File: config.mk
export PLATFORM = sky130hd
export DESIGN_NAME = outputScaler
export DESIGN_NICKNAME = d
export VERILOG_FILES = /design/src/include/convRegMap.svh /design/src/hw/convPkg.sv /design/src/hw/outputScaler.sv
export SDC_FILE = /design/constraint.sdc
export NUM_CORES = 1
export LEC_CHECK = 0
export ABC_AREA = 0
export BUFFER_PORTS_ARGS = -buffer_cell sky130_fd_sc_hd__clkbuf_2
export CORE_UTILIZATION = 35
export CTS_CLUSTER_SIZE = 8
export DETAILED_ROUTE_END_ITERATION = 7
export HOLD_SLACK_MARGIN = 0.03
export PLACE_DENSITY = 0.56
export SLEW_MARGIN = 20
export SYNTH_ARGS = -nofsm -noshare
export SYNTH_HDL_FRONTEND = slang
export SYNTH_SLANG_ARGS = --single-unit
File: constraint.sdc
create_clock -name clk -period 0.8 [get_ports clk]
set_input_delay 0.08 -clock clk [delete_from_list [all_inputs] [get_ports clk]]
set_output_delay 0.08 -clock clk [all_outputs]
set_load 0.02 [all_outputs]
File: src/include/convRegMap.svh
`ifndef convRegMapSvh
`define convRegMapSvh

////////////////////
// APB register map
////////////////////

// Control bits, enable and relu
`define regCtrl        8'h00

// Arithmetic right shift applied before saturation
`define regShift       8'h04

// Results produced, read only, a write clears it
`define regCount       8'h08

// First weight word, the rest follow at regStride
`define regWeight0     8'h10
`define regStride      4

// CTRL bit positions
`define ctrlEnableBit  0
`define ctrlReluBit    1

`endif

File: src/hw/convPkg.sv
`default_nettype none

package convPkg;

    // Sample, weight and result width
    localparam int dataWidth  = 16;

    // Taps in the window
    localparam int tapCount   = 11;

    // Full precision of one signed product
    localparam int prodWidth  = 2 * dataWidth;

    // Four guard bits cover the sum of eleven products
    localparam int accWidth   = prodWidth + 4;

    // Shift field of the SHIFT register
    localparam int shiftWidth = 5;

    // One tap line, tap 0 is the newest sample
    // Flat view for shifting and latching, tap view for multiplying
    typedef union packed {
        logic [tapCount*dataWidth-1:0]      flat;
        logic [tapCount-1:0][dataWidth-1:0] taps;
    } tapLine_u;

endpackage

`default_nettype wire

File: src/hw/outputScaler.sv
`timescale 1ns/1ps
`default_nettype none

module outputScaler #(
    parameter int dataWidth = convPkg::dataWidth
) (
    input  wire                                 clk,
    input  wire                                 rst,
    input  wire                                 inValid,
    input  wire signed [convPkg::accWidth-1:0]  sum,
    input  wire                                 relu,
    input  wire        [convPkg::shiftWidth-1:0] shiftAmount,
    output logic                                resultValid,
    output logic signed [dataWidth-1:0]         resultData
);

    localparam int sumWidth = convPkg::accWidth;

    // Limits of the signed result range, widened to the sum
    localparam logic signed [sumWidth-1:0] satMax =
        {{(sumWidth-dataWidth+1){1'b0}}, {(dataWidth-1){1'b1}}};
    localparam logic signed [sumWidth-1:0] satMin =
        {{(sumWidth-dataWidth+1){1'b1}}, {(dataWidth-1){1'b0}}};

    logic signed [sumWidth-1:0] shifted;
    logic signed [sumWidth-1:0] rectified;
    logic signed [sumWidth-1:0] clipped;

    // Shift, then ReLU, then clip
    always_comb begin
        shifted   = sum >>> shiftAmount;
        rectified = (relu && shifted < 0) ? '0 : shifted;
        if (rectified > satMax) begin
            clipped = satMax;
        end else if (rectified < satMin) begin
            clipped = satMin;
        end else begin
            clipped = rectified;
        end
    end

    always_ff @(posedge clk or posedge rst) begin
        if (rst) begin
            resultValid <= 1'b0;
        end else begin
            resultValid <= inValid;
        end
    end

    always_ff @(posedge clk) begin
        if (inValid) begin
            resultData <= clipped[dataWidth-1:0];
        end
    end

endmodule

`default_nettype wire

# Yosys cells after proc, flatten, opt, wreduce, memory -nomap -nowiden
# Cells that the tools add are included.
dict set report totals {
  ramBits 0
  output_inout_bits 17
  latchBits 0
  memories 0
  wordCells 9
  in_bits 45
  mem_bits_ro 0
  register_bits 17
}
dict set report classes {
  bitwise_logic 0
  n_shift 1
  addsub 0
  n_lt_le_gt_ge 3
  div_mod_pow 0
  mux 2
  n_reduce_logical 1
  n_eq_ne 0
  mul 0
}
# operator n
set ops {}
lappend ops {{$gt 36x16->1 const B} 1}
lappend ops {{$lt 36x1->1 const B} 1}
lappend ops {{$lt 36x16->1 const B} 1}
lappend ops {{$mux 36} 1}
lappend ops {{$sshr 36x5->36} 1}
lappend ops {{$mux 16} 1}
lappend ops {{$logic_and 1x1->1} 1}

# Longest topological paths before layout
dict set report logic_depth {
  ltp_word 6
  mapped_depth 11
  ltp_nobuf 7
}

# Worst setup path before layout
# No wires, ideal clock.
dict set report synth_path {
  path_type {input port to flip-flop}
  startpoint {input shiftAmount[0] (netlist name)}
  endpoint {register resultData[0], data pin}
  t_arrival_ps 2340
  setup_time_ps 264
  path_stages 9
  required_time_ps 536
  setup_slack_ps -1803
  path_buffers 3
  cell_sequence {buf_6 buf_6 mux2_1 a222oi_1 nand3_1 or4b_4 o311ai_4 buf_6 nand3_1}
}
dict set report synth_via {
  elab_chain_len 6
  word_cells_on_any_way 7
  cone_classes {order compare (3); shift (1); mux (2); reduce/logical (1)}
}
# item line_no
set synth_lines {}
lappend synth_lines {{start: declaration} outputScaler.sv:12} ;# input wire [convPkg::shiftWidth-1:0] shiftAmount,
lappend synth_lines {{$sshr 36x5->36 (*)} outputScaler.sv:31} ;# shifted = sum >>> shiftAmount;
lappend synth_lines {{$lt 36x1->1} outputScaler.sv:32} ;# rectified = (relu && shifted < 0) ? '0 : shifted;
lappend synth_lines {{$logic_and 1x1->1} outputScaler.sv:32}
lappend synth_lines {{$mux 36 (*)} outputScaler.sv:32}
lappend synth_lines {{$lt 36x16->1} outputScaler.sv:35} ;# end else if (rectified < satMin) begin
lappend synth_lines {{$mux 16} outputScaler.sv:35}
lappend synth_lines {{end signal: assignment} outputScaler.sv:52} ;# resultData <= clipped[dataWidth-1:0];
lappend synth_lines {{end: declaration} outputScaler.sv:14} ;# output logic signed [dataWidth-1:0] resultData
# Every way passes the cells marked *; elsewhere a longest branch is shown, timed or not.
# A chain may end at the register's enable or synchronous reset.

# Worst setup path after layout
dict set report layout_path {
  startpoint {input shiftAmount[0] (netlist name)}
  endpoint {register resultData[2], data pin}
}
# The elaborated chain is that of the path after synthesis.

==> flow_summary.toml <==
[worst_hold_path]
hp-start = "relu"
hp-class = "primary input to flip-flop"

[placement]
portBuffers = 61
dp.cells = 632
gp_congestion = 0.941
placed_area_um2 = 4550
hpwlAfterDp_mm = 8.88

[timing]
tns_ns = -23.15
timing.fmax_ghz = 0.433
fin_ws_ns = -1.51
holdWs_ns = 0.126
finalSetupViolations = 32
fin_crit_sh_pct = 289
slew_headroom_pct = 74.1
fin_crit_ns = 2.31
hold_viol_final = 0
worst_slew_pin_slew_ns = 0.389
timing.final.max_slew_violations = 0
rsz0062_at_grt = "yes"

[finish]
drive_gt1_share_pct = 48.4
seqCellArea_um2 = 505
antenna_cells = 0
final_area_um2 = 4800
fillers = 898
fin_cells = 641
synthToLayoutAreaGrowth_pct = 40.2
fin_nets = 558
multi_input_area_um2 = 2740

[clocking]
cts_buffer_depth = 2
clock-root-buffer = "clkbuf_8"
htreeDepth = 1
cts_tree = "yes"
numCtsBuffers = 3
cts_sinks = 17
clkTransAtPathRegs_ns = 0.05

[synth]
ys_types = 61
synth.most_common_cell = "nand2_1"
synth_area_um2 = 3420
synth.area.top_cells = "mux4_2 (22%), edfxtp_1 (14%), mux2i_1 (6.7%)"
ys_ff_latch = 17
synth_edf_count = 16
synth_top_cell_by_area = "mux4_2"
synth-warning-count = 0
async_reset_ff_share_pct = 5.88
yosysSeqAreaShare_pct = 14.8
synthCells = 373
synth_top_cell_area_share_pct = 21.7
synth_fp_nets = 418
syn_avg_cell_area_um2 = 9.18
dominantRegCellSynth = "edfxtp_1"
synth.top_cells.by_count = "nand2_1 (49), a21oi_1 (33), mux4_2 (33), nand3_1 (32), mux2i_1 (23)"

[worst_setup_path]
path_common_cell = "buf_12"
cp_cell_sequence = "buf_16 -> buf_12 -> mux2_4 -> a222oi_1 -> buf_4 -> nand3_2 -> or4b_4 -> o311ai_4 -> buf_12 -> nand3_1"
cp_slowest_cell = "or4b_4"
required_ns = 0.79
worstSetupPathType = "primary input to flip-flop"
path_max_fanout = 15
cp-startpoint = "shiftAmount[0]"
arrival_ns = 2.30
cp-start-kind = "primary input"
end_kind = "flip-flop"
cpPeakStageDelay_ns = 0.56

[pwr]
power_leakage_nw = 2.02
clockPowerShare_pct = 12.8
power_frac_seq_pct = 23.7
internal-power_mw = 2.93
switching_share_pct = 37.2
comb_power_share_pct = 63.5
powerDensity_nw_per_um2 = 973
power_switching_mw = 1.74
ir_worst_vdd_mv = 0.601

[routing]
vias = 3658
vias_per_cell = 5.71
dr.first_iter.drc_count = 289
firstDrtPassIters = 5
antenna_left = 0
drc = 0
wl_per_cell_um = 17.2
wl_mm = 11.0

[status]
violations = "negative setup slack"
status = "finished with violations"

[floorplanning]
initial_core_util_pct = 36.5
die_w_um = 101
ios = 62
dieHeight_um = 101
row_count = 35
core-area_um2 = 9370
dieArea_um2 = 10200

[global_route]
first_global_vias = 3431
grt_usage_pct = 22.1
grt_pass1_wl_mm = 17.8
grt-ovfl-total = 0
antenna_found_initial = 0
grt_max_degree = 31

[flow_run]
cap_violations = 0
[logic make-up (layout without fill, tap and decap cells)]
logic type,Yosys count,in the layout,share of synthesized area (%)
AO/OA/AOI/OAI,94,94,19.0
buffers and inverters,47,186,6.94
multiplexers,82,82,40.7
AND/OR/NAND/NOR,133,133,18.6
flip-flops,17,17,14.8
[stage by stage]
stage	setup WS (ns)	util [%]	power [mW]
6_report	-1.51	51.2	4.67
5_1_grt	-1.61	51.2	4.98
4_1_cts	-1.48	50.4	4.60
3_5_place_dp	-1.99	48.5	3.90
3_3_place_gp	-1.94	48.5	3.88
2_1_floorplan	-1.69	-	2.75
[worst max-delay path, delay by kind of cell]
| kind | cells | cell delay [ns] |
|---|---|---|
| buf+inv | 4 | 0.64 |
| simple gates | 3 | 0.70 |
| mux | 1 | 0.31 |
| compound gates | 2 | 0.57 |
[power groups by stage]
stage	clock, mW	sequential (mW)	combinational [mW]
2_1_floorplan	0	1.23	1.52
3_3_place_gp	0	1.12	2.76
3_5_place_dp	0	1.12	2.78
4_1_cts	0.623	1.10	2.88
5_1_grt	0.678	1.11	3.19
6_report	0.599	1.11	2.96
[placed cells by master (no fill, tap or decap), drive strengths merged, types with 10 or more instances in the layout]
cell,count
nand3,32
a21oi,33
buf,130
nand2b,10
clkbuf,48
mux2,17
edfxtp,16
nor2,16
mux2i,24
nand2,49
mux4,41
o21ai,16
[layout make-up]
cell class | instances | area share [%]
Multi-Input combinational cell | 309 | 57.1
Timing Repair Buffer | 175 | 27.4
Sequential cell | 17 | 10.5
Tap cell | 129 | 3.36
Clock buffer | 4 | 0.938
Inverter | 7 | 0.600
[path summary, 6_finish.rpt]
kind,end,slack (ns),cells after the start
min in group asynchronous,resultValid$_DFF_PP0_,0.19,3
worst min-delay path,resultData[15]$_SDFFCE_PN0P_,0.13,2
worst max-delay path,resultData[2]$_SDFFCE_PN1P_,-1.51,10
max in group asynchronous,resultValid$_DFF_PP0_,0.52,3
[per-layer routing]
| metal | track usage, % | share of wire, % |
|---|---|---|
| met1 | 31.2 | 46 |
| met4 | 4.79 | 1.2 |
| met3 | 1.11 | 4.9 |
| met5 | 0 | 0 |
| met2 | 37.5 | 48 |
[flip-flops by register name, summed over array words and instances (netlist names)]
signal / count
resultData: 16
resultValid: 1
[repair_timing]
action                                  CTS  global route
endpoints found under the setup margin   32            33
pin swaps                                 1             1
resized for setup                        20            37
buffers inserted                          3             1
hold buffers                              1             0
hold endpoints to repair                  1             0
(Power assumes the default switching activity.)
