File: config.mk
export PLATFORM = sky130hd
export DESIGN_NAME = windowShifter
export DESIGN_NICKNAME = d
export VERILOG_FILES = /design/src/include/convRegMap.svh /design/src/hw/convPkg.sv /design/src/hw/windowShifter.sv
export SDC_FILE = /design/constraint.sdc
export NUM_CORES = 1
export LEC_CHECK = 0
export BUFFER_PORTS_ARGS = -buffer_cell sky130_fd_sc_hd__buf_2
export CAP_MARGIN = 20
export CORE_MARGIN = 1
export CORE_UTILIZATION = 50
export CTS_BUF_LIST = sky130_fd_sc_hd__clkbuf_8
export CTS_CLUSTER_DIAMETER = 120
export CTS_CLUSTER_SIZE = 12
export DETAILED_ROUTE_END_ITERATION = 12
export PLACE_DENSITY_LB_ADDON = 0.25
export SLEW_MARGIN = 10
export SYNTH_ARGS = -nofsm -noshare
export SYNTH_HDL_FRONTEND = slang
export SYNTH_SLANG_ARGS = --single-unit
File: constraint.sdc
create_clock -name clk -period 3.2 [get_ports clk]
set_input_delay 0.48 -clock clk [delete_from_list [all_inputs] [get_ports clk]]
set_output_delay 0.48 -clock clk [all_outputs]
set_load 0.01 [all_outputs]
File: src/include/convRegMap.svh
`ifndef convRegMapSvh
`define convRegMapSvh

////////////////////
// APB register map
////////////////////

// Control bits, enable and relu
`define regCtrl        8'h00

// Arithmetic right shift applied before saturation
`define regShift       8'h04

// Results produced, read only, a write clears it
`define regCount       8'h08

// First weight word, the rest follow at regStride
`define regWeight0     8'h10
`define regStride      4

// CTRL bit positions
`define ctrlEnableBit  0
`define ctrlReluBit    1

`endif

File: src/hw/convPkg.sv
`default_nettype none

package convPkg;

    // Sample, weight and result width
    localparam int dataWidth  = 16;

    // Taps in the window
    localparam int tapCount   = 11;

    // Full precision of one signed product
    localparam int prodWidth  = 2 * dataWidth;

    // Four guard bits cover the sum of eleven products
    localparam int accWidth   = prodWidth + 4;

    // Shift field of the SHIFT register
    localparam int shiftWidth = 5;

    // One tap line, tap 0 is the newest sample
    // Flat view for shifting and latching, tap view for multiplying
    typedef union packed {
        logic [tapCount*dataWidth-1:0]      flat;
        logic [tapCount-1:0][dataWidth-1:0] taps;
    } tapLine_u;

endpackage

`default_nettype wire

File: src/hw/windowShifter.sv
`timescale 1ns/1ps
`default_nettype none

module windowShifter #(
    parameter int dataWidth = convPkg::dataWidth,
    parameter int tapCount  = convPkg::tapCount
) (
    input  wire                         clk,
    input  wire                         rst,
    input  wire                         enable,
    input  wire                         sampleValid,
    input  wire signed [dataWidth-1:0]  sampleData,
    output convPkg::tapLine_u           window,
    output logic                        windowValid
);

    localparam int fillWidth = $clog2(tapCount + 1);

    logic                 accept;
    logic [fillWidth-1:0] fillCount;

    assign accept = sampleValid && enable;

    // Newest sample enters at tap 0, the oldest drops off the top
    always_ff @(posedge clk) begin
        if (accept) begin
            window.flat <= {window.flat[(tapCount-1)*dataWidth-1:0], sampleData};
        end
    end

    ////////////////////
    // Fill tracking
    ////////////////////

    // Held at zero while disabled so a new fill starts when enable rises
    always_ff @(posedge clk or posedge rst) begin
        if (rst) begin
            fillCount <= '0;
        end else if (!enable) begin
            fillCount <= '0;
        end else if (accept && (fillCount < fillWidth'(tapCount))) begin
            fillCount <= fillCount + 1'b1;
        end
    end

    // Strobe once the accepted sample completes a full window
    always_ff @(posedge clk or posedge rst) begin
        if (rst) begin
            windowValid <= 1'b0;
        end else begin
            windowValid <= accept && (fillCount >= fillWidth'(tapCount - 1));
        end
    end

endmodule

`default_nettype wire

# Word level (Yosys, flattened, before mapping)

Cells that the tools add are included.

$add $sub $neg: 1
Order comparisons: 2
Equal/unequal tests: 1
Muxes and demuxes: 2
Reductions and logical operators: 3

Operator list:

| operator                                                 | count |
|---|---|
| two-way mux 4 bit                                        | 2 |
| adder 4 x 1 -> 4 bit, second input constant              | 1 |
| greater-or-equal comparator 4 bit, second input constant | 1 |
| < comparator 4 bit, second input constant                | 1 |
| logical AND 1 bit                                        | 3 |
| inequality test 2 x 1 -> 1 bit, second input constant    | 1 |

Bits in registers: 181
Input bits: 20
Output and inout bits: 177
Logic and storage cells: 12

# Logic depth before layout (Yosys ltp)

Gate-level depths: netlist (run 1).

Depth after elaboration: 4
Depth in mapped cells: 4
Gate-level depth less buffers: 4

# Least setup slack after synthesis (run 1)

No wires, ideal clock.

Path kind: input-to-reg
Start point: in enable
End point: reg windowValid
Setup time: 85 ps
Data arrival time: 5239 ps
Data required time: 3115 ps
Slack: -2125 ps
Stages: 2
Buffers on the path: 0
Cell sequence: and2_1 -> o311a_2

Word-level cells in the longest chain between the ends: 2

RTL lines:

| what                   | RTL line            | source |
|---|---|---|
| start: declaration     | windowShifter.sv:10 | `input wire enable,` |
| logical AND 1 bit      | windowShifter.sv:22 | `assign accept = sampleValid && enable;` |
| logical AND 1 bit      | windowShifter.sv:51 | `windowValid <= accept && (fillCount >= fillWidth'(tapCount - 1));` |
| end signal: assignment | windowShifter.sv:51 |  |
| end: declaration       | windowShifter.sv:14 | `output logic windowValid` |

No other way between the ends.
A chain may end at the register's enable or synchronous reset.

# Final worst setup path (run 1)

Start point: reg window[112] (netlist bit)
End point: out window[112] (netlist bit)

RTL lines:

| what               | RTL line            | source |
|---|---|---|
| start: declaration | windowShifter.sv:13 | `output convPkg::tapLine_u window,` |

No word-level cell between the ends.

==> results.ini, run 1 <==
[status]
outcome = finished clean

[die]
start_util = 0.512
fp.coreArea_sq_um = 10800
die_y_microns = 107
die-area_sq_um = 11500
dieWidth_microns = 107
io_pins = 197
rows = 38

[cells_and_area]
layout_commonest_cell = buf_2
area_delta_synth_final_pct = 29.4
diodes = 0
nNetsFinal = 439
layout-drive-gt1-share = 0.533
final_cell_mix = 196 x buf_2, 176 x edfxtp_1, 17 x clkbuf_8

[pwr]
power_mw = 4.52
p_leak_nw = 2.79
powerDensity_nw_per_um2 = 630
ir_drop_mv = 0.320

[route]
ant_nets = 0
drc = 0
route.vias.total = 2694
wirelength_microns = 9260
firstDrtPassIters = 4
wl_per_cell_microns = 16.3
vias_per_cell = 4.73
drt-initial-drc-count = 114

[worst_setup_path]
worst-path-buf-inv = 1
cp_slowest_cell = edfxtp_1
critPathMaxStageDelay_ns = 0.44
worstSetupPathDepth = 1
worstSetupStartpointType = flip-flop
path_cells = buf_2
r2r-start = fillCount[1]$_DFFE_PP0P_
startpoint = window[112]$_DFFE_PP_
cp.arrival_ns = 1.03
reg2reg_depth = 4
worst_setup_path_end_kind = output port
r2r_end = fillCount[0]$_DFFE_PP0P_
r2r_slack_ns = 2.00
path_delay_family = flip-flops
crit_fanout = 2
required_ns = 2.72
critical_path_class = flip-flop to output port

[yosys]
netlist_top_cells_area = edfxtp_1 95%, dfrtp_1 2.3%, ha_1 0.45%, and2_1 0.23%, o311a_2 0.20%
ys_seq_area_frac = 0.976
ys_types = 17
synthCells = 199
ys_ff_latch = 181
yosys_warnings = 0
synth_top_area_cell = edfxtp_1
synth_nets = 221
synth_area_sq_um = 5550
synth_top_area_frac = 0.953
avgSynthCellArea_sq_um = 27.9

[clock_network]
numCtsBuffers = 17
htreeDepth = 4
postCtsSetupRepairBufs = 0
cts.sink_count = 181
cts_root_buf = clkbuf_8
cts_tree = built
cts_buffer_depth = 2
clock_latency_ns = 0.42
clk_pin_slew_worst_paths_ns = 0.09

[global_routing]
grt-ovfl-total = 0
grt_usage = 0.163
grt_start_max_net_pins = 70
grt_pass1_wl_microns = 13600
antenna_found_initial = 0
grt_pass1_vias = 2620

[placement]
place_congestion = 0.815
port_buffers = 196

[timing]
report.final.slew_viol_count = 0
rsz0062_at_grt = false
slew_headroom = 0.617
fin_hold_ws_ns = 0.226
setup_viol = 0
fmax_mhz = 663
fin_worst_skew_ns = 0.00973
min_period_ns = 1.51
worst_pin_slew_ns = 0.575
period_share = 0.471
hold_violations = 0
finalSetupTns_ns = 0

[job]
drv_cap = 0

[worst_hold_path]
hp-start = sampleData[7]
hold_depth = 1
whs_endpoint = window[7]$_DFFE_PP_
hold_path_class = input port to flip-flop

## layout make-up
cell class                 count  area [sq um]
sequential                   181          5410
fill                         750          3660
timing repair buffer         199          1030
tap                          140           175
inverter                       2          7.51
multi-input combinational     16           130
clock inverter                15           189
clock buffer                  17           234
## cell usage after synthesis
cell,instances
inv_1,2
ha_1,2
dfrtp_1,5
xnor2_1,1
nand3_1,1
and2_4,1
nor2b_1,1
nand4_1,1
nand2_1,1
nand3b_1,1
and2_1,2
o21ai_2,1
a41oi_1,1
o21ai_0,1
edfxtp_1,176
o211a_1,1
o311a_2,1
## where the power goes
group	total, mW	switching (mW)	internal [mW]	leakage [nW]
Sequential	2.74	0.0408	2.70	1.72
Clock	1.59	0.749	0.844	0.211
Combinational	0.191	0.122	0.0697	0.864
Total	4.52	0.911	3.61	2.79
## per-layer routing
metal	wire (microns)	part of all wire	up-vias	track usage
met5	0	0	-	0
met4	104	0.011	0	0.0597
met3	1000	0.11	8	0.0854
met2	4470	0.48	146	0.257
met1	3680	0.40	1300	0.192
li1	-	-	1240	-
## cell families after synthesis
kind of cell | count (synthesis) | synth area share
adders and majority gates | 2 | 0.00451
AOI/OAI and AO/OA | 5 | 0.00790
buffers and inverters | 2 | 0.00135
xor gates and xnor gates | 1 | 0.00158
and+or+nand+nor | 8 | 0.00903
DFF | 181 | 0.976
## per-stage QoR
stage,utilization,std cells,setup WS (ns),instance area [sq um]
floorplan,-,199,0.992,5550
global placement,0.622,537,1.30,6740
detailed placement,0.622,537,1.26,6740
CTS,0.662,570,1.66,7180
global route,0.662,570,1.63,7180
finish,0.662,570,1.69,7180
## sequential cells by signal, summed over array words and instances, names as in the netlist
signal,count
windowValid,1
fillCount,4
window,176
## worst max-delay path by stage
stage / slack (ns) / endpoint
global placement: 1.30 / window[145]$_DFFE_PP_
finish: 1.69 / window[112]
floorplan: 0.99 / windowValid$_DFF_PP0_
detailed placement: 1.26 / window[25]$_DFFE_PP_
global route: 1.63 / window[104]
CTS: 1.66 / window[104]
## repair_timing
action                                 4_1_cts  5_1_grt
endpoints found under the hold margin        5        0
gates resized for setup                      0        0
hold buffers                                 1        0
(Power assumes the default switching activity.)
==> run 2: changes to the inputs <==
==> constraint.sdc (replaced) <==
create_clock -name clk -period 1.5 [get_ports clk]
set_input_delay 0.225 -clock clk [delete_from_list [all_inputs] [get_ports clk]]
set_output_delay 0.225 -clock clk [all_outputs]
set_load 0.01 [all_outputs]
==> run 2 against run 1 <==
Net effect:
- flip-flop and latch count unchanged
- via count is 3.3% higher
- clock skew rose by 0.00065 ns
- core utilization grew 2.5 points
- global-route usage is 0.67 points higher
- die area did not move
- first-iteration DRC count is 58% higher
- critical path depth is the same
- largest power group unchanged
- register-to-register slack lost 1.7 ns
- final cell count up 3.3%
- clock power increased by 140%
- sequential power grew 110%
==> results.ini, run 2 (same netlist as run 1, synthesis figures left out) <==
[pwr]
powerDensity_nw_per_um2 = 1360
clockPowerShare = 0.378
p_sw_mw = 2.02
p_leak_nw = 2.91
swShare = 0.199
ir_drop_mv = 0.869
power.share.sequential = 0.577
p_comb_frac = 0.045
power.internal_mw = 8.10

[timing]
period_share = 0.878
setup_ws_ns = 0.184
slew_headroom = 0.823
fmax_mhz = 760
fin_worst_skew_ns = 0.0104
hold_violations = 0
finalSetupTns_ns = 0
report.final.slew_viol_count = 0
setup_viol = 0
min_period_ns = 1.32
worst_pin_slew_ns = 0.266
rsz0062_at_grt = false

[cells_and_area]
fin_util = 0.687
top_regs = window x176, fillCount x4, windowValid x1
largest-register = window
ff_latch_area_sq_um = 5410
n_fill_cell = 691
layout_commonest_cell = buf_2
design_area_sq_um = 7450
diodes = 0
nNetsFinal = 458
final_cell_mix = 196 x buf_2, 176 x edfxtp_1, 17 x clkbuf_8, 17 x dlygate4sd3_1, 6 x bufinv_16
largest_reg_flops = 176
layout-drive-gt1-share = 0.526
fin_cells = 589
multiInputGateArea_sq_um = 130
area_delta_synth_final_pct = 34.3

[placement]
port_buffers = 196
place_area_sq_um = 6790
post-place-ws_ns = 0.244
dp.cells = 540
place_congestion = 0.821
dpl.hpwl_microns = 6380

[route]
drc = 0
wirelength_microns = 9570
route.vias.total = 2784
firstDrtPassIters = 5
ant_nets = 0
wl_per_cell_microns = 16.2
vias_per_cell = 4.73
drt-initial-drc-count = 180

[global_routing]
grt_usage = 0.170
met3_usage = 0.0738
antenna_found_initial = 0
grt_pass1_vias = 2693
grt_pass1_wl_microns = 13800
grt_use_met1 = 0.196
grt_start_max_net_pins = 46
grt-ovfl-total = 0
met2_usage = 0.271
grt-busiest-layer = met2

[worst_setup_path]
critical_path_class = flip-flop to output port
worst-path-buf-inv = 1
worst_setup_path_end_kind = output port
path_delay_family = flip-flops
cp_slowest_cell = edfxtp_1
path_cells = buf_2
cp.arrival_ns = 1.09
crit_fanout = 2
critPathMaxStageDelay_ns = 0.47
required_ns = 1.27
worstSetupStartpointType = flip-flop

[clock_network]
cts_resized = 0
postCtsSetupRepairBufs = 0
htreeDepth = 4
numCtsBuffers = 17
clock_latency_ns = 0.45
cts_root_buf = clkbuf_8
clk_pin_slew_worst_paths_ns = 0.09
cts.sink_count = 181
cts_tree = built
cts-hold-fix-buffers = 17
cts_buffer_depth = 2

[die]
io_pins = 197
start_util = 0.512
die-area_sq_um = 11500
rows = 38
fp.coreArea_sq_um = 10800
die_y_microns = 107
dieWidth_microns = 107

[worst_hold_path]
hold_path_class = input port to flip-flop

[job]
drv_cap = 0

[status]
outcome = finished clean

run 2: layer usage:
layer,vias to the layer above,share of wire
li1,1279,-
met1,1344,0.39
met2,145,0.49
met3,16,0.097
met4,0,0.019
met5,-,0
run 2: metrics by stage:
step / total power, mW / hold WS, ns
after global placement: 6.36 / 0.122
final: 10.1 / 0.0652
after floorplan: 6.12 / 0.00352
after global routing: 10.4 / 0.0350
after CTS: 10.2 / 0.0256
after detailed placement: 6.38 / 0.138
run 2: power groups by stage:
| stage | clock, mW | sequential (mW) | combinational, mW |
|---|---|---|---|
| floorplan | 0 | 6.04 | 0.0839 |
| global placement | 0 | 5.94 | 0.421 |
| detailed placement | 0 | 5.95 | 0.428 |
| CTS | 3.92 | 5.84 | 0.461 |
| global route | 4.07 | 5.86 | 0.494 |
| finish | 3.83 | 5.84 | 0.459 |
run 2: path summary, 6_finish.rpt:
kind / startpoint / end / slack (ns) / depth (start not counted)
worst max-delay path: window[126]$_DFFE_PP_ / window[126] / 0.18 / 1
worst min-delay path: enable / fillCount[1]$_DFFE_PP0P_ / 0.07 / 2
worst max register to register: fillCount[1]$_DFFE_PP0P_ / fillCount[0]$_DFFE_PP0P_ / 0.27 / 4
worst min register to register: window[43]$_DFFE_PP_ / window[59]$_DFFE_PP_ / 0.44 / 0
max in group asynchronous: rst / fillCount[0]$_DFFE_PP0P_ / 1.10 / 3
min in group asynchronous: rst / fillCount[2]$_DFFE_PP0P_ / 0.22 / 3
run 2: final cells by class:
| type | count | area share |
|---|---|---|
| multi-input cells | 16 | 0.0175 |
| flip-flops and latches | 181 | 0.726 |
| clock inverters | 15 | 0.0338 |
| clock buffers | 17 | 0.0314 |
| repair buffers | 218 | 0.166 |
| well taps | 140 | 0.0235 |
| inverters | 2 | 0.00101 |
