**src/include/convRegMap.svh**
```systemverilog
`ifndef convRegMapSvh
`define convRegMapSvh

////////////////////
// APB register map
////////////////////

// Control bits, enable and relu
`define regCtrl        8'h00

// Arithmetic right shift applied before saturation
`define regShift       8'h04

// Results produced, read only, a write clears it
`define regCount       8'h08

// First weight word, the rest follow at regStride
`define regWeight0     8'h10
`define regStride      4

// CTRL bit positions
`define ctrlEnableBit  0
`define ctrlReluBit    1

`endif

```
**src/hw/convPkg.sv**
```systemverilog
`default_nettype none

package convPkg;

    // Sample, weight and result width
    localparam int dataWidth  = 16;

    // Taps in the window
    localparam int tapCount   = 11;

    // Full precision of one signed product
    localparam int prodWidth  = 2 * dataWidth;

    // Four guard bits cover the sum of eleven products
    localparam int accWidth   = prodWidth + 4;

    // Shift field of the SHIFT register
    localparam int shiftWidth = 5;

    // One tap line, tap 0 is the newest sample
    // Flat view for shifting and latching, tap view for multiplying
    typedef union packed {
        logic [tapCount*dataWidth-1:0]      flat;
        logic [tapCount-1:0][dataWidth-1:0] taps;
    } tapLine_u;

endpackage

`default_nettype wire

```
**src/hw/convRegs.sv**
```systemverilog
`timescale 1ns/1ps
`default_nettype none

`include "convRegMap.svh"

module convRegs #(
    parameter int dataWidth = convPkg::dataWidth,
    parameter int tapCount  = convPkg::tapCount
) (
    input  wire                             clk,
    input  wire                             rst,
    input  wire                             psel,
    input  wire                             penable,
    input  wire                             pwrite,
    input  wire  [7:0]                      paddr,
    input  wire  [31:0]                     pwdata,
    output logic [31:0]                     prdata,
    input  wire                             resultValid,
    output convPkg::tapLine_u               weights,
    output logic                            enable,
    output logic                            relu,
    output logic [convPkg::shiftWidth-1:0]  shiftAmount
);

    logic        writeAccess;
    logic [31:0] resultCount;

    // Zero wait state slave, writes land at the end of the access phase
    assign writeAccess = psel && penable && pwrite;

    function automatic logic [7:0] weightAddr(input int idx);
        return 8'(`regWeight0 + idx * `regStride);
    endfunction

    ////////////////////
    // Control and shift
    ////////////////////

    always_ff @(posedge clk or posedge rst) begin
        if (rst) begin
            enable      <= 1'b0;
            relu        <= 1'b0;
            shiftAmount <= '0;
        end else if (writeAccess) begin
            if (paddr == `regCtrl) begin
                enable <= pwdata[`ctrlEnableBit];
                relu   <= pwdata[`ctrlReluBit];
            end
            if (paddr == `regShift) begin
                shiftAmount <= pwdata[convPkg::shiftWidth-1:0];
            end
        end
    end

    ////////////////////
    // Weights
    ////////////////////

    // Low dataWidth bits of the write data hold the weight
    always_ff @(posedge clk or posedge rst) begin
        if (rst) begin
            weights.flat <= '0;
        end else if (writeAccess) begin
            for (int i = 0; i < tapCount; i++) begin
                if (paddr == weightAddr(i)) begin
                    weights.taps[i] <= pwdata[dataWidth-1:0];
                end
            end
        end
    end

    // Result counter, a write to COUNT wins over a result in the same cycle
    always_ff @(posedge clk or posedge rst) begin
        if (rst) begin
            resultCount <= '0;
        end else if (writeAccess && (paddr == `regCount)) begin
            resultCount <= '0;
        end else if (resultValid) begin
            resultCount <= resultCount + 32'd1;
        end
    end

    ////////////////////
    // Read mux
    ////////////////////

    // Weights read back sign extended to the full word
    always_comb begin
        prdata = '0;
        case (paddr)
            `regCtrl: begin
                prdata[`ctrlEnableBit] = enable;
                prdata[`ctrlReluBit]   = relu;
            end
            `regShift: prdata[convPkg::shiftWidth-1:0] = shiftAmount;
            `regCount: prdata = resultCount;
            default: prdata = '0;
        endcase
        for (int i = 0; i < tapCount; i++) begin
            if (paddr == weightAddr(i)) begin
                prdata = {{(32-dataWidth){weights.taps[i][dataWidth-1]}}, weights.taps[i]};
            end
        end
    end

endmodule

`default_nettype wire

```
**config.mk**
```make
export PLATFORM = sky130hd
export DESIGN_NAME = convRegs
export DESIGN_NICKNAME = d
export VERILOG_FILES = /design/src/hw/convPkg.sv /design/src/hw/convRegs.sv
export VERILOG_INCLUDE_DIRS = /design/src /design/src/include
export SDC_FILE = /design/constraint.sdc
export NUM_CORES = 1
export LEC_CHECK = 0
export ABC_AREA = 1
export ABC_CLOCK_PERIOD_IN_PS = 16800
export BUFFER_PORTS_ARGS = -buffer_cell sky130_fd_sc_hd__clkbuf_2
export CAP_MARGIN = 30
export CORE_ASPECT_RATIO = 0.7
export CORE_MARGIN = 4
export CORE_UTILIZATION = 45
export DETAILED_ROUTE_END_ITERATION = 8
export HOLD_SLACK_MARGIN = 0.1
export PLACE_DENSITY = 0.79
export SYNTH_ARGS = -nofsm -noshare
export SYNTH_HDL_FRONTEND = slang
export SYNTH_SLANG_ARGS = --single-unit
```
**constraint.sdc**
```tcl
create_clock -name clk -period 16.8 [get_ports clk]
set_clock_uncertainty 0.2 [all_clocks]
set_input_delay 1.68 -clock clk [delete_from_list [all_inputs] [get_ports clk]]
set_output_delay 1.68 -clock clk [all_outputs]
set_load 0.05 [all_outputs]
```
# Word-level counts from Yosys, hierarchy flattened
# Cells that the tools add are included.
[word_totals]
reg_bits = 215
inputBits = 46
out_inout_bits = 215
elab_cells = 63
[op_classes]
add_sub_neg = 1
eq_ne = 13
mux = 16
n_reduce_logical = 18
[ops]
columns = ["cell", "count"]
rows = [
  ["$mux W32", 13],
  ["$eq A8 B6 Y1 const B", 7],
  ["$add A32 B1 Y32 const B", 1],
  ["$eq A8 B5 Y1 const B", 4],
  ["$mux W27", 1],
  ["$reduce_and A2 Y1", 13],
  ["$eq A8 B3 Y1 const B", 1],
  ["$eq A8 B4 Y1 const B", 1],
  ["$logic_not A8 Y1", 1],
  ["$pmux W2 S3", 1],
  ["$pmux W3 S2", 1],
  ["$logic_and A1 B1 Y1", 3],
  ["$reduce_bool A2 Y1", 1],
]

# Depth between registers and ports, before layout
# Gate-level depths: netlist of run 1.
[logic_depth]
ltp_word = 13
depth_mapped = 14
depth_no_buf = 14

# Worst setup path before layout of run 1
# Ideal clock, no wire load.
[synth_timing]
path_type = "in2out"
startpoint = "input port paddr[7]"
endpoint = "output port prdata[11]"
arrival_ps = 3211
required_time_ps = 14920
slack_ps = 11709
cell_stages = 12
path_buffers = 1
path_cell_list = "nor2_1 nand3_1 nor2_2 buf_4 nand2_1 o21ai_0 a21oi_1 nand3_1 nand2_1 nand3_1 nand2_1 nand4_1"
[synth_via]
elab_chain_cells = 13
elab_cells_between_ends = 24
classes_between = "eq/ne: 12; mux: 12"
[synth_rtl]
columns = ["item", "line", "source"]
rows = [
  ["start: declaration", "convRegs.sv:15", "input wire [7:0] paddr,"],
  ["$eq A8 B4 Y1", "convRegs.sv:90", "case (paddr)"],
  ["$mux W27", "convRegs.sv:90", ""],
  ["$mux W32 (10 in a row)", "convRegs.sv:100", "if (paddr == weightAddr(i)) begin"],
  ["$mux W32 (*)", "convRegs.sv:100", ""],
  ["end: declaration", "convRegs.sv:17", "output logic [31:0] prdata,"],
]
# Mark *: on every way between the ends. The rest lies on a longest branch, timed or not.

# Worst setup path in the final report of run 1
[layout_timing]
startpoint = "input port paddr[1]"
endpoint = "output port prdata[25]"
# The elaborated chain is that of the path after synthesis.

==> results of run 1 <==
cells by family after synthesis:
| group | Yosys count | share of synthesized area (%) |
|---|---|---|
| and+or+nand+nor | 730 | 30.3 |
| AOI/OAI and AO/OA | 232 | 11.3 |
| DFF | 215 | 51.1 |
| buffers and inverters | 175 | 6.52 |
| xor gates and xnor gates | 8 | 0.666 |
| adders and majority gates | 1 | 0.119 |
routing by layer:
metal	GRT usage (%)	routed length, µm	vias up
met4	7.26	1060	0
met5	0	0	-
met2	40.6	15500	579
met1	42.9	16200	5003
li1	-	-	4836
met3	6.08	4370	71
sequential cells by signal (all words and copies together) (netlist names):
signal       count
relu             1
resultCount     32
weights        176
enable           1
shiftAmount      5
synth_stat cells, types with 2 or more instances:
library cell	n	area [µm²]
a211oi_1	2	15.0
a21oi_1	25	125
a31oi_1	2	12.5
buf_1	2	7.51
buf_2	17	85.1
buf_4	2	15.0
clkbuf_1	58	218
dfrtp_1	215	5380
inv_1	94	353
nand2_1	429	1610
nand2_2	7	43.8
nand3_1	38	190
nand3_2	3	30.0
nand4_1	82	513
nor2_1	120	450
nor2_2	13	81.3
nor2_4	6	67.6
nor3_1	13	65.1
nor4_1	7	43.8
o211a_1	2	20.0
o21ai_0	196	981
o21bai_1	2	15.0
or2_2	6	37.5
xnor2_1	2	17.5
xor2_1	6	52.6
cell type report:
cell class,instances,area share (%)
Clock inverter,8,0.769
Sequential cell,215,42.4
Inverter,96,2.91
Timing Repair Buffer,250,10.3
Multi-Input combinational cell,971,35.1
Tap cell,312,3.08
Antenna cell,1,0.0197
Clock buffer,34,5.41
power groups by stage:
stage	combinational (µW)	clock, µW	sequential [µW]
after global routing	103	556	555
final	94.3	527	553
after detailed placement	92.8	0	561
after floorplan	41.2	0	580
after global placement	90.3	0	561
after CTS	93.3	532	552
critical path: cells and delay by family:
kind | cells | cell delay (ps)
buffers and inverters | 2 | 410
AND/OR/NAND/NOR | 7 | 2420
per-stage QoR:
step | area [µm²] | std cells | util (%) | setup slack [ps] | power [µW]
after detailed placement | 11900 | 1842 | 51.9 | 10470 | 654
after CTS | 12600 | 1884 | 55.4 | 10460 | 1180
after floorplan | 10500 | 1361 | - | 9040 | 621
after global routing | 12700 | 1886 | 55.5 | 10170 | 1210
final | 12700 | 1887 | 55.5 | 10400 | 1170
after global placement | 11800 | 1840 | 51.8 | 10510 | 651
final timing paths:
check | end | slack [ps] | depth (start not counted)
max in group asynchronous | weights[116]$_DFFE_PP0P_ | 13880 | 5
min in group asynchronous | weights[103]$_DFFE_PP0P_ | 1100 | 3
worst min register to register | weights[113]$_DFFE_PP0P_ | 310 | 2
worst max register to register | resultCount[28]$_DFFE_PP0P_ | 14490 | 9
worst min-delay path | weights[113]$_DFFE_PP0P_ | 310 | 2
worst max-delay path | prdata[25] | 10400 | 9
==> reports/summary.txt, run 1 <==
Final Hold Viols - 0
RR Startpoint - resultCount[0]$_DFFE_PP0P_
max_cap viols - 0
Synth Register Bits - 215
most frequent cells in the layout - nand2_1, clkbuf_2, dfrtp_1
switching pwr - 305 µW
detailed-route via count - 10489
Syn Inst Count - 1361
clock share of power - 44.9%
CTS tree - built
DIE WIDTH - 191 µm
Core Footprint - 0.0228 mm²
io pins - 261
CP Capture Type - primary output
Slew Viols, Final - 0
CTS max path bufs - 3
total clock sinks - 215
postcts setup bufs - 0
Comb pwr share - 8.0%
total CTS buffers - 23
most common cell after layout, fill and taps aside - nand2_1
Detail Placement HPWL - 27.1 mm
WL final - 37.1 mm
Net Sw Frac - 26.0%
startpoint types - input pin
Initial Util - 46.1%
FILL cells - 2178
NumNets Final - 1604
TritonRoute pass-1 iters - 5
Lkg Pwr - 0.00642 µW
Post-CTS Hold Buffers - 0
Final min period - 6400 ps
Initial DRC Count - 1171
Async SR Flop Fraction - 100%
global-route wire length before repair - 56.8 mm
max_slew headroom - 30.2%
GRT overflow - 0
final setup fails - 0
number of port buffers - 244
fmax - 156 MHz
CP max-delay cell - nor2_2
gr usage total - 28.1%
Worst Setup SP - paddr[1]
area of the multi-input gates - 0.00446 mm²
RSZ-0062 raised after global routing - no
Distinct cells, synth - 37
power per cell area - 92.5 mW/mm²
Internal - 870 µW
largest net degree at the start of global routing - 134
die area - 0.0259 mm²
yosys warns - 0
peak supply drop - 63.7 µV
Slew @ Worst Pin - 1040 ps
deepest level of the CTS H-tree - 1
DR vias/cell - 5.56
DRT antenna net count - 0
CP arrival - 4520 ps
# DRC - 0
Post-synth EDFFs - 0
sequential fraction of the synthesis area - 51.1%
setup_tns - 0 ps
Hold Crit Start - weights[113]$_DFFE_PP0P_
status - finished clean
Synth Cell Area - 0.0105 mm²
Die H - 136 µm
Synth Area per Inst - 7.74 µm²
syn_nets - 1408
Gates resized, CTS repair - 0
top_reg_cell synth - dfrtp_1
min-delay worst type - reg -> reg
sequential share of power - 47.1%
Clk Latency, worst-skew pair - 520 ps
Cell Chain, Critical Path - clkbuf_2 > nor2_1 > nand3_1 > nor2_2 > nand2_1 > nand4_1 > nor2_1 > nand4_1 > clkbuf_2
CP Class - in -> out
CP max FO - 17
Rows - 46
number of antenna violations at the first check in global routing - 0
CP required - 14920 ps
crit share post-route - 38.1%
Clock Root Buffer - clkbuf_16
number of global-route vias before repair - 9444
clock-pin slew on the worst setup and hold paths - 60 ps
Hold Slack - 308 ps
ratio of cells with drive above 1 in the final layout - 20.9%
FF/Latch Area - 0.00538 mm²
area grow syn2layout - 20.6%
WL/cell - 19.7 µm
Final GP Congestion - 0.949
CP peak stage delay - 790 ps
(Power assumes the default switching activity.)
==> run 2: changes to the inputs <==
--- a/config.mk
+++ b/config.mk
@@ -6,8 +6,8 @@
 export SDC_FILE = /design/constraint.sdc
 export NUM_CORES = 1
 export LEC_CHECK = 0
-export ABC_AREA = 1
-export ABC_CLOCK_PERIOD_IN_PS = 16800
+export ABC_AREA = 0
+export ABC_CLOCK_PERIOD_IN_PS = 5300
 export BUFFER_PORTS_ARGS = -buffer_cell sky130_fd_sc_hd__clkbuf_2
 export CAP_MARGIN = 30
 export CORE_ASPECT_RATIO = 0.7
@@ -15,7 +15,7 @@
 export CORE_UTILIZATION = 45
 export DETAILED_ROUTE_END_ITERATION = 8
 export HOLD_SLACK_MARGIN = 0.1
-export PLACE_DENSITY = 0.79
+export PLACE_DENSITY = 0.82
 export SYNTH_ARGS = -nofsm -noshare
 export SYNTH_HDL_FRONTEND = slang
 export SYNTH_SLANG_ARGS = --single-unit
==> constraint.sdc (replaced) <==
create_clock -name clk -period 5.3 [get_ports clk]
set_clock_uncertainty 0.2 [all_clocks]
set_input_delay 0.53 -clock clk [delete_from_list [all_inputs] [get_ports clk]]
set_output_delay 0.53 -clock clk [all_outputs]
set_load 0.05 [all_outputs]
==> run 2 against run 1 <==
Sequential power grew to 3.2 times the previous value; worst hold slack worse by 160 ps; first-iteration DRC count is 29% lower; global-route usage is 0.84 points lower; synthesized cell count is 31% lower; via count is 12% lower; flip-flop and latch count stayed put; critical path type unchanged; critical endpoint is now prdata[0].
==> reports/summary.txt, run 2 <==
status - finished clean
Detail Placement HPWL - 27.9 mm (+2.9%)
Core Footprint - 0.0237 mm² (+3.7%)
GRT overflow - 0 (unchanged)
most frequent cells in the layout - clkbuf_2, dfrtp_1, mux2_2
CP arrival - 3260 ps (-1260 ps)
Die H - 138 µm (+1.6%)
Lkg Pwr - 0.00683 µW (+6.4%)
startpoint types - input pin
Rows - 47 (+2.2%)
top cells by count, synth - dfrtp_1, mux2_2, nor2_1
crit share post-route - 75.3%
largest net degree at the start of global routing - 121 (-9.7%)
Synth Register Bits - 215 (unchanged)
Slew Viols, Final - 0 (unchanged)
total CTS buffers - 22 (-4.3%)
min-delay worst type - in -> reg
number of antenna diodes - 0 (-1)
number of global-route vias before repair - 9111 (-3.5%)
Initial DRC Count - 835 (-29%)
max_slew headroom - 30.1% (-0.13 points)
CP required - 4570 ps (-10350 ps)
WL/cell - 25.2 µm (+28%)
final setup fails - 0 (unchanged)
Power Total - 3730 µW (+220%)
NumNets Final - 1213 (-24%)
setup_tns - 0 ps (unchanged)
CTS max path bufs - 3 (unchanged)
postcts setup bufs - 0 (unchanged)
number of antenna violations at the first check in global routing - 0 (unchanged)
metal2 WL - 16.5 mm (+6.2%)
gr usage total - 27.2% (-0.84 points)
# DRC - 0 (unchanged)
Async SR Flop Fraction - 100% (unchanged)
Synth top area share - 49.4% (-1.7 points)
die area - 0.0268 mm² (+3.2%)
Initial Util - 45.9% (-0.15 points)
Synth Area per Inst - 11.5 µm² (+49%)
CP Capture Type - primary output
Clk Latency, worst-skew pair - 520 ps (about the same)
Final min period - 3990 ps
sequential fraction of the synthesis area - 49.4% (-1.7 points)
area grow syn2layout - 20.7%
DR top layer - met4
detailed-route via count - 9187 (-12%)
io pins - 261 (unchanged)
top_reg_cell synth - dfrtp_1
global-route wire length before repair - 57.2 mm (+0.77%)
DR WL met3 - 4.10 mm (-6.2%)
deepest level of the CTS H-tree - 1 (unchanged)
TritonRoute pass-1 iters - 5 (unchanged)
most flop-heavy register - weights
DR vias/cell - 6.12 (+10%)
DIE WIDTH - 194 µm (+1.6%)
max FFs per register - 176 (unchanged)
clock-pin slew on the worst setup and hold paths - 60 ps (about the same)
syn_nets - 991 (-30%)
placed instance count - 1459 (-21%)
fin util - 55.4% (-0.11 points)
CP Class - in -> out
CP max FO - 13 (-4)
Post-synth EDFFs - 0 (unchanged)
fmax - 251 MHz
total clock sinks - 215 (unchanged)
number of port buffers - 244 (unchanged)
routed length on met1 - 16.3 mm (+0.69%)
power per cell area - 284 mW/mm² (+210%)
FILL cells - 2029 (-6.8%)
DRT antenna net count - 0 (unchanged)
Clock Root Buffer - clkbuf_16
CTS tree - built
Top Registers - weights x176, resultCount x32, shiftAmount x5
Final GP Congestion - 0.886 (-6.7%)
fin cells - 1500 (-21%)
count leader, synth - dfrtp_1
Syn Inst Count - 944 (-31%)
top cells by area, synth - dfrtp_1, mux2_2, a21oi_1
Final Hold Viols - 0 (unchanged)
WL final - 37.7 mm (+1.7%)
Slew @ Worst Pin - 1040 ps (+0.586 ps)
Distinct cells, synth - 71 (+92%)
RSZ-0062 raised after global routing - no
ratio of cells with drive above 1 in the final layout - 44.7% (+24 points)
peak supply drop - 190 µV (+200%)
area leader, netlist - dfrtp_1
Synth Cell Area - 0.0109 mm² (+3.4%)
Gates resized, CTS repair - 0 (unchanged)
max_cap viols - 0 (unchanged)
most common cell after layout, fill and taps aside - clkbuf_2
yosys warns - 0 (unchanged)
## run 2: cell types whose count changed in the layout (fill, tap and decap cells not counted), sizes merged, moves of 18 or more
| cell | change |
|---|---|
| o21ai | -156 |
| a21oi | +23 |
| nand3 | -21 |
| nor2 | -81 |
| nand4 | -69 |
| mux2 | +196 |
| mux2i | +20 |
| a21o | +18 |
| inv | -87 |
| buf | +20 |
| nand2 | -380 |
## run 2: path summary, 6_finish.rpt
| check | start | end | slack, ps | cells past startpoint |
|---|---|---|---|---|
| min in group asynchronous | rst | weights[79]$_DFFE_PP0P_ | 400 | 3 |
| setup reg to reg | resultCount[2]$_DFFE_PP0P_ | resultCount[31]$_DFFE_PP0P_ | 2720 | 5 |
| max in group asynchronous | rst | weights[142]$_DFFE_PP0P_ | 3440 | 4 |
| hold reg to reg | weights[129]$_DFFE_PP0P_ | weights[129]$_DFFE_PP0P_ | 330 | 1 |
| setup / recovery | paddr[5] | prdata[0] | 1310 | 7 |
| hold / removal | resultValid | resultCount[0]$_DFFE_PP0P_ | 150 | 3 |
## run 2: per-layer routing
layer | vias up | global-route usage (%)
met5 | - | 0
met4 | 0 | 6.47
met3 | 59 | 6.86
met2 | 525 | 40.9
met1 | 4674 | 40.2
li1 | 3929 | -
## run 2: report_power, final
group	leakage [µW]	total [µW]	internal, µW	switching [µW]
combinational	0.00349	384	110	275
clock	0.000371	1600	932	666
sequential	0.00297	1750	1690	61.4
total	0.00683	3730	2730	1000
## run 2: metrics by stage
step                      worst slack [ps]  area [µm²]  hold WS [ps]
after floorplan                       1660       10900           319
after global placement                1410       12400           306
after detailed placement              1420       12400           317
after CTS                             1410       13100           136
after global routing                  1240       13100           179
final                                 1310       13100           147
## run 2: final cells by class
class | count | area, µm² | share of cell area, %
clock buffers | 28 | 624 | 4.75
clock inverters | 12 | 116 | 0.886
inverters | 11 | 45.0 | 0.343
multi-input cells | 646 | 5140 | 39.1
flip-flops and latches | 215 | 5380 | 40.9
well taps | 318 | 398 | 3.03
repair buffers | 270 | 1440 | 11.0
## run 2: repair_timing
item	in CTS	in global routing
endpoints found under the hold margin	19	0
hold buffers	1	0
setup endpoints to repair	0	0
## run 2: critical path, cell delays in order
cell	delay, ps
clkbuf_2	260
nand4bb_1	270
nor2_1	870
nand2_1	510
a2bb2oi_1	250
a21oi_1	240
clkbuf_2	330
## run 2: kinds of logic (layout without fill, tap and decap cells)
kind of cell    after synthesis  in the layout  synth area share [%]
mux                         217            217                  22.7
flops                       215            215                  49.4
simple gates                212            212                  10.7
compound gates              195            195                  11.9
buf+inv                      83            321                  3.44
xor+xnor                     21             21                  1.69
fa+ha+maj                     1              1                 0.115
==> run 3: changes to the inputs <==
--- a/config.mk
+++ b/config.mk
@@ -7,7 +7,7 @@
 export NUM_CORES = 1
 export LEC_CHECK = 0
 export ABC_AREA = 0
-export ABC_CLOCK_PERIOD_IN_PS = 5300
+export ABC_CLOCK_PERIOD_IN_PS = 4180
 export BUFFER_PORTS_ARGS = -buffer_cell sky130_fd_sc_hd__clkbuf_2
 export CAP_MARGIN = 30
 export CORE_ASPECT_RATIO = 0.7
@@ -15,7 +15,7 @@
 export CORE_UTILIZATION = 45
 export DETAILED_ROUTE_END_ITERATION = 8
 export HOLD_SLACK_MARGIN = 0.1
-export PLACE_DENSITY = 0.82
+export PLACE_DENSITY = 0.79
 export SYNTH_ARGS = -nofsm -noshare
 export SYNTH_HDL_FRONTEND = slang
 export SYNTH_SLANG_ARGS = --single-unit
==> constraint.sdc (replaced) <==
create_clock -name clk -period 4.18 [get_ports clk]
set_clock_uncertainty 0.2 [all_clocks]
set_input_delay 0.418 -clock clk [delete_from_list [all_inputs] [get_ports clk]]
set_output_delay 0.418 -clock clk [all_outputs]
set_load 0.05 [all_outputs]
==> run 3 against run 2 <==
Global-route usage is 0.46 points higher; non-clock buffer count up 10; first-iteration DRC count rose by 6.9%; via count up 0.44%; worst hold slack got worse by 17 ps; critical endpoint is now prdata[9]; die area unchanged.
==> reports/summary.txt, run 3 (synthesis results as in run 2) <==
status - finished clean
Clock Root Buffer - clkbuf_16
Rows - 47 (unchanged)
max FFs per register - 176 (unchanged)
CP peak stage delay - 790 ps (-80 ps)
NumNets Final - 1224 (+0.91%)
CP max-delay cell - nor4_2
Gates resized, CTS repair - 0 (unchanged)
ratio of cells with drive above 1 in the final layout - 44.7% (about the same)
CP required - 3560 ps (-1010 ps)
min-delay worst type - in -> reg
Cell Chain, Critical Path - clkbuf_2 > nor4_2 > nand2_1 > o221ai_1 > a21oi_1 > o21ai_0 > buf_12
crit share post-route - 87.4%
setup_tns - 0 ps (unchanged)
most frequent cells in the layout - clkbuf_2, dfrtp_1, mux2_2
power per cell area - 344 mW/mm² (+21%)
max_slew headroom - 46.8% (+17 points)
Initial DRC Count - 893 (+6.9%)
total CTS buffers - 23 (+4.5%)
Top Registers - weights x176, resultCount x32, shiftAmount x5
crit path to - prdata[9]
number of antenna violations at the first check in global routing - 1 (+1)
RSZ-0062 raised after global routing - no
Reg-to-Reg End - resultCount[31]$_DFFE_PP0P_
WL final - 38.4 mm (+1.7%)
CP Class - in -> out
Hold Slack - 130 ps (-17.1 ps)
CTS max path bufs - 3 (unchanged)
startpoint types - input pin
CP max FO - 26 (+13)
Lkg Pwr - 0.00692 µW (+1.4%)
Initial Util - 45.9% (unchanged)
Slew @ Worst Pin - 792 ps (-253 ps)
CP arrival - 3030 ps (-230 ps)
DIE WIDTH - 194 µm (unchanged)
most flop-heavy register - weights
Final min period - 3650 ps
CP Capture Type - primary output
DR vias/cell - 6.13 (+0.10%)
placed cell area - 0.0128 mm² (+3.4%)
max_cap viols - 0 (unchanged)
gr usage total - 27.7% (+0.46 points)
Final Hold Viols - 0 (unchanged)
top cell family by delay on the critical path - simple AND/OR/NAND/NOR gates
largest net degree at the start of global routing - 111 (-8.3%)
placed instance count - 1468 (+0.62%)
Final GP Congestion - 0.874 (-1.4%)
Core Footprint - 0.0237 mm² (unchanged)
# DRC - 0 (unchanged)
number of global-route vias before repair - 9185 (+0.81%)
GRT overflow - 0 (unchanged)
total clock sinks - 215 (unchanged)
fmax - 274 MHz
most common cell after layout, fill and taps aside - clkbuf_2
Detail Placement HPWL - 28.1 mm (+0.86%)
global-route wire length before repair - 57.8 mm (+1.1%)
Worst R2R Setup Slack - 1630 ps (-1090 ps)
detailed-route via count - 9227 (+0.44%)
Slew Viols, Final - 0 (unchanged)
TritonRoute pass-1 iters - 5 (unchanged)
area grow syn2layout - 24.1%
Die H - 138 µm (unchanged)
number of buffers and inverters on the critical path - 2 (unchanged)
fin cells - 1505 (+0.33%)
reg2reg path depth - 5 (unchanged)
postcts setup bufs - 0 (unchanged)
die area - 0.0268 mm² (unchanged)
Clk Latency, worst-skew pair - 520 ps (about the same)
peak supply drop - 257 µV (+35%)
clock-pin slew on the worst setup and hold paths - 60 ps (about the same)
critical path depth - 7 (unchanged)
fin area - 0.0135 mm² (+2.8%)
CTS tree - built
number of port buffers - 244 (unchanged)
Worst Setup SP - paddr[2]
deepest level of the CTS H-tree - 1 (unchanged)
RR Startpoint - resultCount[3]$_DFFE_PP0P_
WL/cell - 25.5 µm (+1.4%)
final setup fails - 0 (unchanged)
io pins - 261 (unchanged)
DRT antenna net count - 0 (unchanged)
[run 3: cell count changes in the layout (fill, tap and decap cells not counted), moves of 5 or more]
| cell | delta |
|---|---|
| buf_4 | +9 |
| buf_12 | +24 |
| clkinv_2 | -5 |
| clkbuf_2 | -23 |
[run 3: how the worst min path moves through the flow]
stage / from / endpoint / slack, ps / cells past startpoint
floorplan: resultCount[19]$_DFFE_PP0P_ / resultCount[19]$_DFFE_PP0P_ / 320 / 2
global placement: rst / weights[45]$_DFFE_PP0P_ / 300 / 2
detailed placement: rst / weights[58]$_DFFE_PP0P_ / 320 / 2
CTS: pwdata[6] / weights[54]$_DFFE_PP0P_ / 110 / 2
global route: pwdata[6] / weights[118]$_DFFE_PP0P_ / 130 / 2
finish: pwdata[6] / weights[118]$_DFFE_PP0P_ / 130 / 2
[run 3: power by group]
group          leakage, µW  switching [µW]  internal (µW)
clock             0.000332             827           1090
sequential         0.00297            76.6           2140
combinational      0.00362             353            149
total              0.00692            1260           3380
[run 3: routing by layer]
metal	up-vias	share of wire [%]	global-route usage, %
li1	3930	-	-
met1	4697	43	40.9
met2	518	44	42.1
met3	80	10	5.64
met4	2	3.0	7.36
met5	-	0.029	0
[run 3: timing repair]
| action | in CTS | in global routing |
|---|---|---|
| hold endpoints to repair | 24 | 0 |
| hold buffers | 2 | 0 |
| endpoints found under the setup margin | 0 | 0 |
[run 3: final cells by class]
type	instances	area, µm²
well taps	318	398
clock inverters	6	61.3
diodes	1	2.50
flip-flops and latches	215	5380
multi-input cells	646	5140
clock buffers	28	614
inverters	11	45.0
fillers	1974	10200
repair buffers	280	1870
[run 3: per-stage QoR]
stage / setup slack [ps] / total power [µW] / utilization, %
after floorplan: 764 / 2570 / -
after global placement: 677 / 2730 / 54.0
after detailed placement: 661 / 2750 / 54.0
after CTS: 639 / 4660 / 57.0
after global routing: 503 / 4790 / 57.0
final: 528 / 4640 / 57.0
